## config.mk

```make
export PLATFORM = sky130hd
export DESIGN_NAME = spi_host_top
export DESIGN_NICKNAME = d
export VERILOG_FILES = /design/src/hdl/spi_pkg.sv /design/src/hdl/byte_stream_if.sv /design/src/hdl/byte_fifo.sv /design/src/hdl/spi_apb_regs.sv /design/src/hdl/spi_host_top.sv /design/src/hdl/spi_shifter.sv
export SDC_FILE = /design/constraint.sdc
export NUM_CORES = 1
export LEC_CHECK = 0
export ABC_CLOCK_PERIOD_IN_PS = 5330
export BUFFER_PORTS_ARGS = -buffer_cell sky130_fd_sc_hd__buf_2
export CAP_MARGIN = 0
export CORE_MARGIN = 2
export CORE_UTILIZATION = 30
export DETAILED_ROUTE_END_ITERATION = 10
export GPL_ROUTABILITY_DRIVEN = 0
export GPL_TIMING_DRIVEN = 0
export PLACE_DENSITY = 0.53
export SLEW_MARGIN = 40
export SYNTH_ARGS = -nofsm -noshare
export SYNTH_HDL_FRONTEND = slang
export SYNTH_SLANG_ARGS = --single-unit
```

## constraint.sdc

```tcl
create_clock -name apb -period 5.33 [get_ports apb]
set_clock_uncertainty 0.15 [all_clocks]
set_input_delay 0.533 -clock apb [delete_from_list [all_inputs] [get_ports apb]]
set_output_delay 0.533 -clock apb [all_outputs]
set_load 0.005 [all_outputs]
```

## src/hdl/spi_pkg.sv

```systemverilog
`default_nettype none

package spi_pkg;

	//////////////////////////////////////////////////////////////////////
	// Bus and datapath widths

	// APB completer side
	localparam int ADDR_WIDTH = 8;
	localparam int DATA_WIDTH = 32;

	// One SPI frame is one byte
	localparam int BYTE_WIDTH = 8;

	// SCK divider register
	localparam int DIV_WIDTH = 16;

	//////////////////////////////////////////////////////////////////////
	// FIFO sizing

	localparam int TX_DEPTH = 4;
	localparam int RX_DEPTH = 4;

	// Fill level has to hold 0 through DEPTH
	localparam int LEVEL_WIDTH = 3;

	//////////////////////////////////////////////////////////////////////
	// Reset values

	localparam logic [DIV_WIDTH-1:0] CLK_DIV_RESET = 16'd100;

	// Chip select comes out of reset deasserted
	localparam logic CS_N_RESET = 1'b1;

	//////////////////////////////////////////////////////////////////////
	// Register map, registers on 0x20 boundaries

	typedef enum logic [ADDR_WIDTH-1:0] {
		REG_CLK_DIV = 8'h00,
		REG_DATA    = 8'h20,
		REG_CS_N    = 8'h40,
		REG_STATUS  = 8'h60
	} reg_addr_t;

	// STATUS bit layout
	localparam int STAT_BUSY       = 0;
	localparam int STAT_TX_FULL    = 1;
	localparam int STAT_RX_EMPTY   = 2;
	localparam int STAT_TX_LVL_LSB = 4;
	localparam int STAT_RX_LVL_LSB = 8;

endpackage

`default_nettype wire

```

## src/hdl/byte_stream_if.sv

```systemverilog
`timescale 1ns/1ps
`default_nettype none

interface byte_stream_if import spi_pkg::*; ();

	// Write side
	logic                   push;
	logic [BYTE_WIDTH-1:0]  push_data;
	logic                   full;

	// Read side, head entry shown while not empty
	logic                   pop;
	logic [BYTE_WIDTH-1:0]  pop_data;
	logic                   empty;
	logic [LEVEL_WIDTH-1:0] level;

	// Writer also sees empty and level for status reporting
	modport writer (output push, output push_data, input full, input empty, input level);

	modport reader (output pop, input pop_data, input empty, input level);

	modport fifo (
		input  push, input  push_data, output full,
		input  pop,  output pop_data,  output empty, output level
	);

endinterface

`default_nettype wire

```

## src/hdl/byte_fifo.sv

```systemverilog
`timescale 1ns/1ps
`default_nettype none

module byte_fifo import spi_pkg::*; #(
	parameter int DEPTH = TX_DEPTH
) (
	input wire      apb,
	input wire      rst_n,
	byte_stream_if.fifo q
);

	//////////////////////////////////////////////////////////////////////
	// Storage and pointers

	logic [BYTE_WIDTH-1:0]    mem [DEPTH];
	logic [$clog2(DEPTH)-1:0] wr_ptr;
	logic [$clog2(DEPTH)-1:0] rd_ptr;
	logic [LEVEL_WIDTH-1:0]   count;

	// Status straight from the count
	assign q.full  = (count == DEPTH);
	assign q.empty = (count == '0);
	assign q.level = count;

	// Head of queue, valid whenever not empty
	assign q.pop_data = mem[rd_ptr];

	// Pointer and count update
	always_ff @(posedge apb or negedge rst_n) begin
		if (!rst_n) begin
			wr_ptr <= '0;
			rd_ptr <= '0;
			count  <= '0;
		end else begin
			if (q.push) begin
				// Wrap at DEPTH, works for non power of two depths too
				if (wr_ptr == DEPTH - 1)
					wr_ptr <= '0;
				else
					wr_ptr <= wr_ptr + 1'b1;
			end

			if (q.pop) begin
				if (rd_ptr == DEPTH - 1)
					rd_ptr <= '0;
				else
					rd_ptr <= rd_ptr + 1'b1;
			end

			// Simultaneous push and pop leaves count alone
			if (q.push && !q.pop)
				count <= count + 1'b1;
			else if (q.pop && !q.push)
				count <= count - 1'b1;
		end
	end

	// Entry written on the push edge
	always_ff @(posedge apb) begin
		if (q.push)
			mem[wr_ptr] <= q.push_data;
	end

	//////////////////////////////////////////////////////////////////////
	// Handshake checks against writer and reader

	// Writer must respect full
	a_no_push_full: assert property (@(posedge apb) disable iff (!rst_n)
		q.push |-> !q.full);

	// Reader must respect empty
	a_no_pop_empty: assert property (@(posedge apb) disable iff (!rst_n)
		q.pop |-> !q.empty);

endmodule

`default_nettype wire

```

## src/hdl/spi_apb_regs.sv

```systemverilog
`timescale 1ns/1ps
`default_nettype none

module spi_apb_regs import spi_pkg::*; (
	input wire                    apb,
	input wire                    rst_n,

	// APB completer
	input wire                    psel,
	input wire                    penable,
	input wire                    pwrite,
	input wire  [ADDR_WIDTH-1:0]  paddr,
	input wire  [DATA_WIDTH-1:0]  pwdata,
	output logic [DATA_WIDTH-1:0] prdata,
	output logic                  pready,
	output logic                  pslverr,

	// FIFO sides
	byte_stream_if.writer         tx,
	byte_stream_if.reader         rx,

	// Shifter control and status
	input wire                    shifter_active,
	output logic [DIV_WIDTH-1:0]  clk_div,
	output logic                  spi_cs_n
);

	//////////////////////////////////////////////////////////////////////
	// Access decode

	logic                  access;
	logic                  wr_err;
	logic                  rd_err;
	logic                  wr_ok;
	logic                  busy;
	logic [DATA_WIDTH-1:0] rd_word;
	logic [DATA_WIDTH-1:0] status_word;

	// No wait states, every access completes in its access phase
	assign access = psel & penable;
	assign pready = access;

	// Write side errors
	always_comb begin
		case (paddr)
			REG_CLK_DIV: wr_err = 1'b0;
			// No room for another byte
			REG_DATA:    wr_err = tx.full;
			REG_CS_N:    wr_err = 1'b0;
			// Read only
			REG_STATUS:  wr_err = 1'b1;
			// Unmapped
			default:     wr_err = 1'b1;
		endcase
	end

	// Busy covers queued bytes as well as the byte on the wire
	assign busy = shifter_active | !tx.empty;

	// Status word assembly
	always_comb begin
		status_word                                       = '0;
		status_word[STAT_BUSY]                            = busy;
		status_word[STAT_TX_FULL]                         = tx.full;
		status_word[STAT_RX_EMPTY]                        = rx.empty;
		status_word[STAT_TX_LVL_LSB +: LEVEL_WIDTH]       = tx.level;
		status_word[STAT_RX_LVL_LSB +: LEVEL_WIDTH]       = rx.level;
	end

	// Read mux and read side errors
	always_comb begin
		rd_err  = 1'b0;
		rd_word = '0;
		case (paddr)
			REG_CLK_DIV: rd_word = {{(DATA_WIDTH-DIV_WIDTH){1'b0}}, clk_div};
			REG_DATA: begin
				// Nothing received yet
				rd_err  = rx.empty;
				rd_word = {{(DATA_WIDTH-BYTE_WIDTH){1'b0}}, rx.pop_data};
			end
			REG_CS_N:    rd_word = {{(DATA_WIDTH-1){1'b0}}, spi_cs_n};
			REG_STATUS:  rd_word = status_word;
			default:     rd_err  = 1'b1;
		endcase
	end

	// Error only flagged in the completing cycle
	assign pslverr = access & (pwrite ? wr_err : rd_err);

	// Failed or idle reads return zero
	assign prdata = (access && !pwrite && !rd_err) ? rd_word : '0;

	//////////////////////////////////////////////////////////////////////
	// FIFO handshakes

	assign wr_ok = access & pwrite & !wr_err;

	// Transmit byte enters TX on the access edge
	assign tx.push      = wr_ok & (paddr == REG_DATA);
	assign tx.push_data = pwdata[BYTE_WIDTH-1:0];

	// Receive head consumed by a good DATA read
	assign rx.pop = access & !pwrite & !rd_err & (paddr == REG_DATA);

	//////////////////////////////////////////////////////////////////////
	// Control registers

	always_ff @(posedge apb or negedge rst_n) begin
		if (!rst_n) begin
			clk_div  <= CLK_DIV_RESET;
			spi_cs_n <= CS_N_RESET;
		end else if (wr_ok) begin
			case (paddr)
				REG_CLK_DIV: clk_div  <= pwdata[DIV_WIDTH-1:0];
				// Chip select is purely software driven
				REG_CS_N:    spi_cs_n <= pwdata[0];
				default: begin
				end
			endcase
		end
	end

endmodule

`default_nettype wire

```

## src/hdl/spi_host_top.sv

```systemverilog
`timescale 1ns/1ps
`default_nettype none

module spi_host_top import spi_pkg::*; (
	input wire                    apb,
	input wire                    rst_n,

	// APB completer
	input wire                    psel,
	input wire                    penable,
	input wire                    pwrite,
	input wire  [ADDR_WIDTH-1:0]  paddr,
	input wire  [DATA_WIDTH-1:0]  pwdata,
	output logic [DATA_WIDTH-1:0] prdata,
	output logic                  pready,
	output logic                  pslverr,

	// SPI host pins
	output logic                  spi_sck,
	output logic                  spi_mosi,
	input wire                    spi_miso,
	output logic                  spi_cs_n
);

	//////////////////////////////////////////////////////////////////////
	// Internal links

	// Registers to shifter, and back
	byte_stream_if tx_if ();
	byte_stream_if rx_if ();

	logic                 shifter_active;
	logic [DIV_WIDTH-1:0] clk_div;

	//////////////////////////////////////////////////////////////////////
	// Register block

	spi_apb_regs i_spi_apb_regs (
		.apb            (apb),
		.rst_n          (rst_n),
		.psel           (psel),
		.penable        (penable),
		.pwrite         (pwrite),
		.paddr          (paddr),
		.pwdata         (pwdata),
		.prdata         (prdata),
		.pready         (pready),
		.pslverr        (pslverr),
		.tx             (tx_if.writer),
		.rx             (rx_if.reader),
		.shifter_active (shifter_active),
		.clk_div        (clk_div),
		.spi_cs_n       (spi_cs_n)
	);

	//////////////////////////////////////////////////////////////////////
	// Byte buffers

	byte_fifo #(.DEPTH(TX_DEPTH)) tx_fifo (
		.apb   (apb),
		.rst_n (rst_n),
		.q     (tx_if.fifo)
	);

	byte_fifo #(.DEPTH(RX_DEPTH)) rx_fifo (
		.apb   (apb),
		.rst_n (rst_n),
		.q     (rx_if.fifo)
	);

	//////////////////////////////////////////////////////////////////////
	// Shift engine

	spi_shifter i_spi_shifter (
		.apb            (apb),
		.rst_n          (rst_n),
		.clk_div        (clk_div),
		.tx             (tx_if.reader),
		.rx             (rx_if.writer),
		.spi_sck        (spi_sck),
		.spi_mosi       (spi_mosi),
		.spi_miso       (spi_miso),
		.shifter_active (shifter_active)
	);

endmodule

`default_nettype wire

```

## src/hdl/spi_shifter.sv

```systemverilog
`timescale 1ns/1ps
`default_nettype none

module spi_shifter import spi_pkg::*; (
	input wire                   apb,
	input wire                   rst_n,
	input wire  [DIV_WIDTH-1:0]  clk_div,

	// Bytes in from TX, bytes out to RX
	byte_stream_if.reader        tx,
	byte_stream_if.writer        rx,

	// SPI pins, mode 0
	output logic                 spi_sck,
	output logic                 spi_mosi,
	input wire                   spi_miso,

	output logic                 shifter_active
);

	//////////////////////////////////////////////////////////////////////
	// Frame sequencing

	typedef enum logic [1:0] {
		ST_IDLE,
		ST_SHIFT,
		ST_PUSH
	} state_t;

	state_t                 state;
	logic [DIV_WIDTH-1:0]   half;
	logic [DIV_WIDTH-1:0]   div_cnt;
	logic                   tick;
	logic                   sck_q;
	logic [3:0]             edge_cnt;
	logic [BYTE_WIDTH-1:0]  tx_shreg;
	logic [BYTE_WIDTH-1:0]  rx_shreg;
	logic                   start;

	// Divide by zero runs as divide by one
	assign half = (clk_div == '0) ? DIV_WIDTH'(1) : clk_div;

	// End of a half period, >= so a divider change mid-byte cannot stall
	assign tick = (state == ST_SHIFT) && (div_cnt >= half - 1'b1);

	// Only start when the answer byte is sure to fit in RX
	assign start  = (state == ST_IDLE) && !tx.empty && !rx.full;
	assign tx.pop = start;

	always_ff @(posedge apb or negedge rst_n) begin
		if (!rst_n) begin
			state    <= ST_IDLE;
			div_cnt  <= '0;
			sck_q    <= 1'b0;
			edge_cnt <= '0;
		end else begin
			case (state)
				ST_IDLE: begin
					if (start) begin
						state    <= ST_SHIFT;
						div_cnt  <= '0;
						edge_cnt <= '0;
					end
				end
				ST_SHIFT: begin
					if (tick) begin
						div_cnt  <= '0;
						sck_q    <= !sck_q;
						edge_cnt <= edge_cnt + 1'b1;
						// 16th edge is the last falling edge
						if (edge_cnt == 4'(2*BYTE_WIDTH-1))
							state <= ST_PUSH;
					end else begin
						div_cnt <= div_cnt + 1'b1;
					end
				end
				// One cycle to hand the received byte to RX
				ST_PUSH: state <= ST_IDLE;
				default: state <= ST_IDLE;
			endcase
		end
	end

	//////////////////////////////////////////////////////////////////////
	// Shift registers

	always_ff @(posedge apb) begin
		// Load from the TX head on the pop edge
		if (start)
			tx_shreg <= tx.pop_data;
		// Falling edge moves the next bit onto MOSI
		else if (tick && sck_q)
			tx_shreg <= {tx_shreg[BYTE_WIDTH-2:0], 1'b0};

		// Rising edge samples MISO, MSB first
		if (tick && !sck_q)
			rx_shreg <= {rx_shreg[BYTE_WIDTH-2:0], spi_miso};
	end

	assign rx.push      = (state == ST_PUSH);
	assign rx.push_data = rx_shreg;

	assign spi_sck        = sck_q;
	// MSB already on the pin ahead of the first rising edge
	assign spi_mosi       = (state == ST_SHIFT) & tx_shreg[BYTE_WIDTH-1];
	assign shifter_active = (state != ST_IDLE);

	//////////////////////////////////////////////////////////////////////
	// Checks

	// Clock parked low between bytes
	a_sck_idle_low: assert property (@(posedge apb) disable iff (!rst_n)
		(state == ST_IDLE) |-> !sck_q);

endmodule

`default_nettype wire

```

==> results.ini <==
[run_status]
status=finished, final reports clean

[clock_network]
clkTransAtPathRegs_ps=60
cts_max_path_buffers=2
cts_tree=built
htreeDepth=4
clock-sinks=134
cts_root_buffer=clkbuf_16
hold_buffers=0
clk_latency_ps=420
cts_buffers=17

[final_layout]
finalNetCount=674
fin_util_pct=36.6
drive_gt1_share_pct=28.1
syn_to_final_growth_pct=19.5
n_fill_cell=2086

[place]
port-buffer-count=50
place_ws_ps=112
dp_hpwl_um=10700

[synthesis]
avgSynthCellArea_sq_um=13.1
async_reset_ff_share_pct=40.3
synth_edf_count=80
synth_seq_cells=134
synth_area_leaders=edfxtp_1 36%, dfrtp_1 19%, ha_1 5.8%
yosysMostFrequentCell=edfxtp_1
synth_ff_type=edfxtp_1
ys_warn_count=0
yosys.area.top_type=edfxtp_1
synth_common_cells=80 x edfxtp_1, 50 x dfrtp_1, 36 x nor2_1
ys_types=59
syn-instance-count=509
yosysTopAreaCellShare_pct=35.9
mappedNetlistArea_sq_um=6690
synth-seq-area-share_pct=56.2

[sta]
rsz0062_at_grt=no
slew_viol_final=0
finalCritPeriodShare_pct=92.1
final_hold_viol_count=0
fmax_mhz=204
post-route-min-period_ps=4910
slew-limit-headroom_pct=51.6
timing.final.ws_setup_ps=419
finalSetupViolCount=0
worst_pin_slew_ps=726

[critical_path]
ff2ff_setup_slack_ps=420
r2r_cells=17
crit_path_end_kind=flip-flop
critical_path.endpoint=i_spi_shifter.rx.push_data[1]
cp_data_arrival_time_ps=4880
setup.worst_path.class=flip-flop to flip-flop
rr_startpoint=i_spi_apb_regs.clk_div[4]
startpoint_type=flip-flop
cp_max_fo=7
crit_required_ps=5300
r2r-end=i_spi_shifter.rx.push_data[1]
critical_path.startpoint=i_spi_apb_regs.clk_div[4]

[grt]
grt_max_degree=55
first_global_vias=4425
antenna_found_initial=0
globalRouteTotalUtil_pct=12.8
grt_first_pass_wirelength_um=23500
overflow=0

[routing]
via_per_inst=4.74
ant_nets=0
post_drt_wl_per_cell_um=16.5
drc=0
first_pass_iters=4
finalWirelength_um=14700
num_vias=4211
drtIter0Drc=298

[pwr]
power.density_nw_per_um2=422
ir_worst_vdd_mv=0.274
leakagePower_nw=3.22

[hold_path]
hold_class=input pin to async pin

[floorplanning]
core_area_sq_um=21800
die_y_um=153
ioPinCount=83
dieWidth_um=153
die_area_sq_um=23500
start_util_pct=30.6
row_count=54

[job]
maxCapViolCount=0

==> power by group <==
part	total (W)	switching [W]	internal (W)
Combinational	0.000778	0.000426	0.000352
Clock	0.00118	0.000482	0.000699
Sequential	0.00142	0.000114	0.00130
==> worst min-delay path by stage <==
| stage | startpoint | to | depth (start not counted) |
|---|---|---|---|
| CTS | rst_n | tx_fifo.rd_ptr[1] | 1 |
| global route | rst_n | tx_fifo.rd_ptr[1] | 1 |
| floorplan | rst_n | i_spi_apb_regs.clk_div[0] | 0 |
| global placement | i_spi_shifter.rx.push_data[7] | rx_fifo.mem[0][7] | 0 |
| finish | rst_n | tx_fifo.rd_ptr[1] | 1 |
| detailed placement | i_spi_shifter.rx.push_data[7] | rx_fifo.mem[3][7] | 0 |
==> per-layer routing <==
metal,share of wire [%],vias to the layer above,track usage [%]
met2,51,85,22.6
met5,0,-,0
met1,44,2084,15.6
li1,-,2024,-
met4,1.5,0,4.54
met3,3.3,18,2.69
==> flip-flops by register name, summed over array words and instances, names as in the netlist, 2 cells and up <==
signal,flops
i_spi_apb_regs.clk_div,16
i_spi_shifter.div_cnt,16
i_spi_shifter.edge_cnt,4
i_spi_shifter.rx.push_data,8
i_spi_shifter.state,2
i_spi_shifter.tx_shreg,8
rx_fifo.mem,32
rx_fifo.q.level,3
rx_fifo.rd_ptr,2
rx_fifo.wr_ptr,2
tx_fifo.mem,32
tx_fifo.q.level,3
tx_fifo.rd_ptr,2
tx_fifo.wr_ptr,2
==> placed cells by master, fill, tap and decap left out, types with 8 or more instances in the layout <==
| cell | count |
|---|---|
| buf_2 | 53 |
| mux2_2 | 29 |
| ha_1 | 31 |
| and2_1 | 16 |
| xor2_1 | 11 |
| xnor2_1 | 15 |
| dfrtp_1 | 50 |
| mux4_2 | 16 |
| clkbuf_16 | 17 |
| nand2_1 | 32 |
| nor3_1 | 14 |
| nand3_1 | 9 |
| buf_4 | 18 |
| conb_1 | 16 |
| a21oi_1 | 12 |
| edfxtp_1 | 80 |
| o21ai_0 | 17 |
| nor2b_1 | 8 |
| nor2_1 | 35 |
| inv_1 | 18 |
==> kinds of logic (layout without fill, tap and decap cells) <==
| logic type | count (synthesis) | after routing | share of synthesized area (%) |
|---|---|---|---|
| mux | 47 | 47 | 10.6 |
| other cells | 1 | 17 | 0.0561 |
| buf+inv | 47 | 131 | 3.59 |
| flops | 134 | 134 | 56.2 |
| simple gates | 162 | 162 | 13.6 |
| compound gates | 59 | 59 | 6.12 |
| fa+ha+maj | 33 | 33 | 6.40 |
| xor+xnor | 26 | 26 | 3.41 |
==> final cells by class <==
class	count	area, sq um	share of cell area [%]
sequential	134	3760	47.0
multi-input combinational	343	2780	34.8
clock buffer	17	425	5.32
tap	280	350	4.38
timing repair buffer	52	265	3.32
buffer	29	174	2.18
clock inverter	15	165	2.07
inverter	18	67.6	0.845
antenna	1	2.50	0.0313
==> worst max-delay path, stage by stage (launching register included) <==
cell and delay [ps]:
dfrtp_1 470, or4_4 580, nor4_2 380, nand2_1 150, nor3_2 230, nor2_1 110
ha_1 220, nand2_1 150, nor4_1 120, nand2_1 100, xor2_1 70, ha_1 300
nand4_1 130, nor3_1 330, nor4b_4 350, nor3_2 150, nor3_4 350, buf_2 260
==> what timing repair did <==
action                                 4_1_cts  5_1_grt
endpoints found under the hold margin        0        0
setup buffers                                0        1
setup endpoints to repair                    0       15
resized for setup                            0        4
==> stage by stage <==
step / TNS [ps] / instances / hold WS, ps / area, sq um / power (W)
after detailed placement: 0 / 855 / 339 / 7360 / 0.00220
after global routing: 0 / 888 / 69.9 / 7990 / 0.00354
final: 0 / 889 / 13.5 / 7990 / 0.00338
after CTS: 0 / 887 / 37.9 / 7950 / 0.00339
after global placement: -3700 / 854 / 325 / 7340 / 0.00215
after floorplan: 0 / 524 / 87.4 / 6740 / 0.00196
Note: power is estimated with default switching activity, not from simulation.
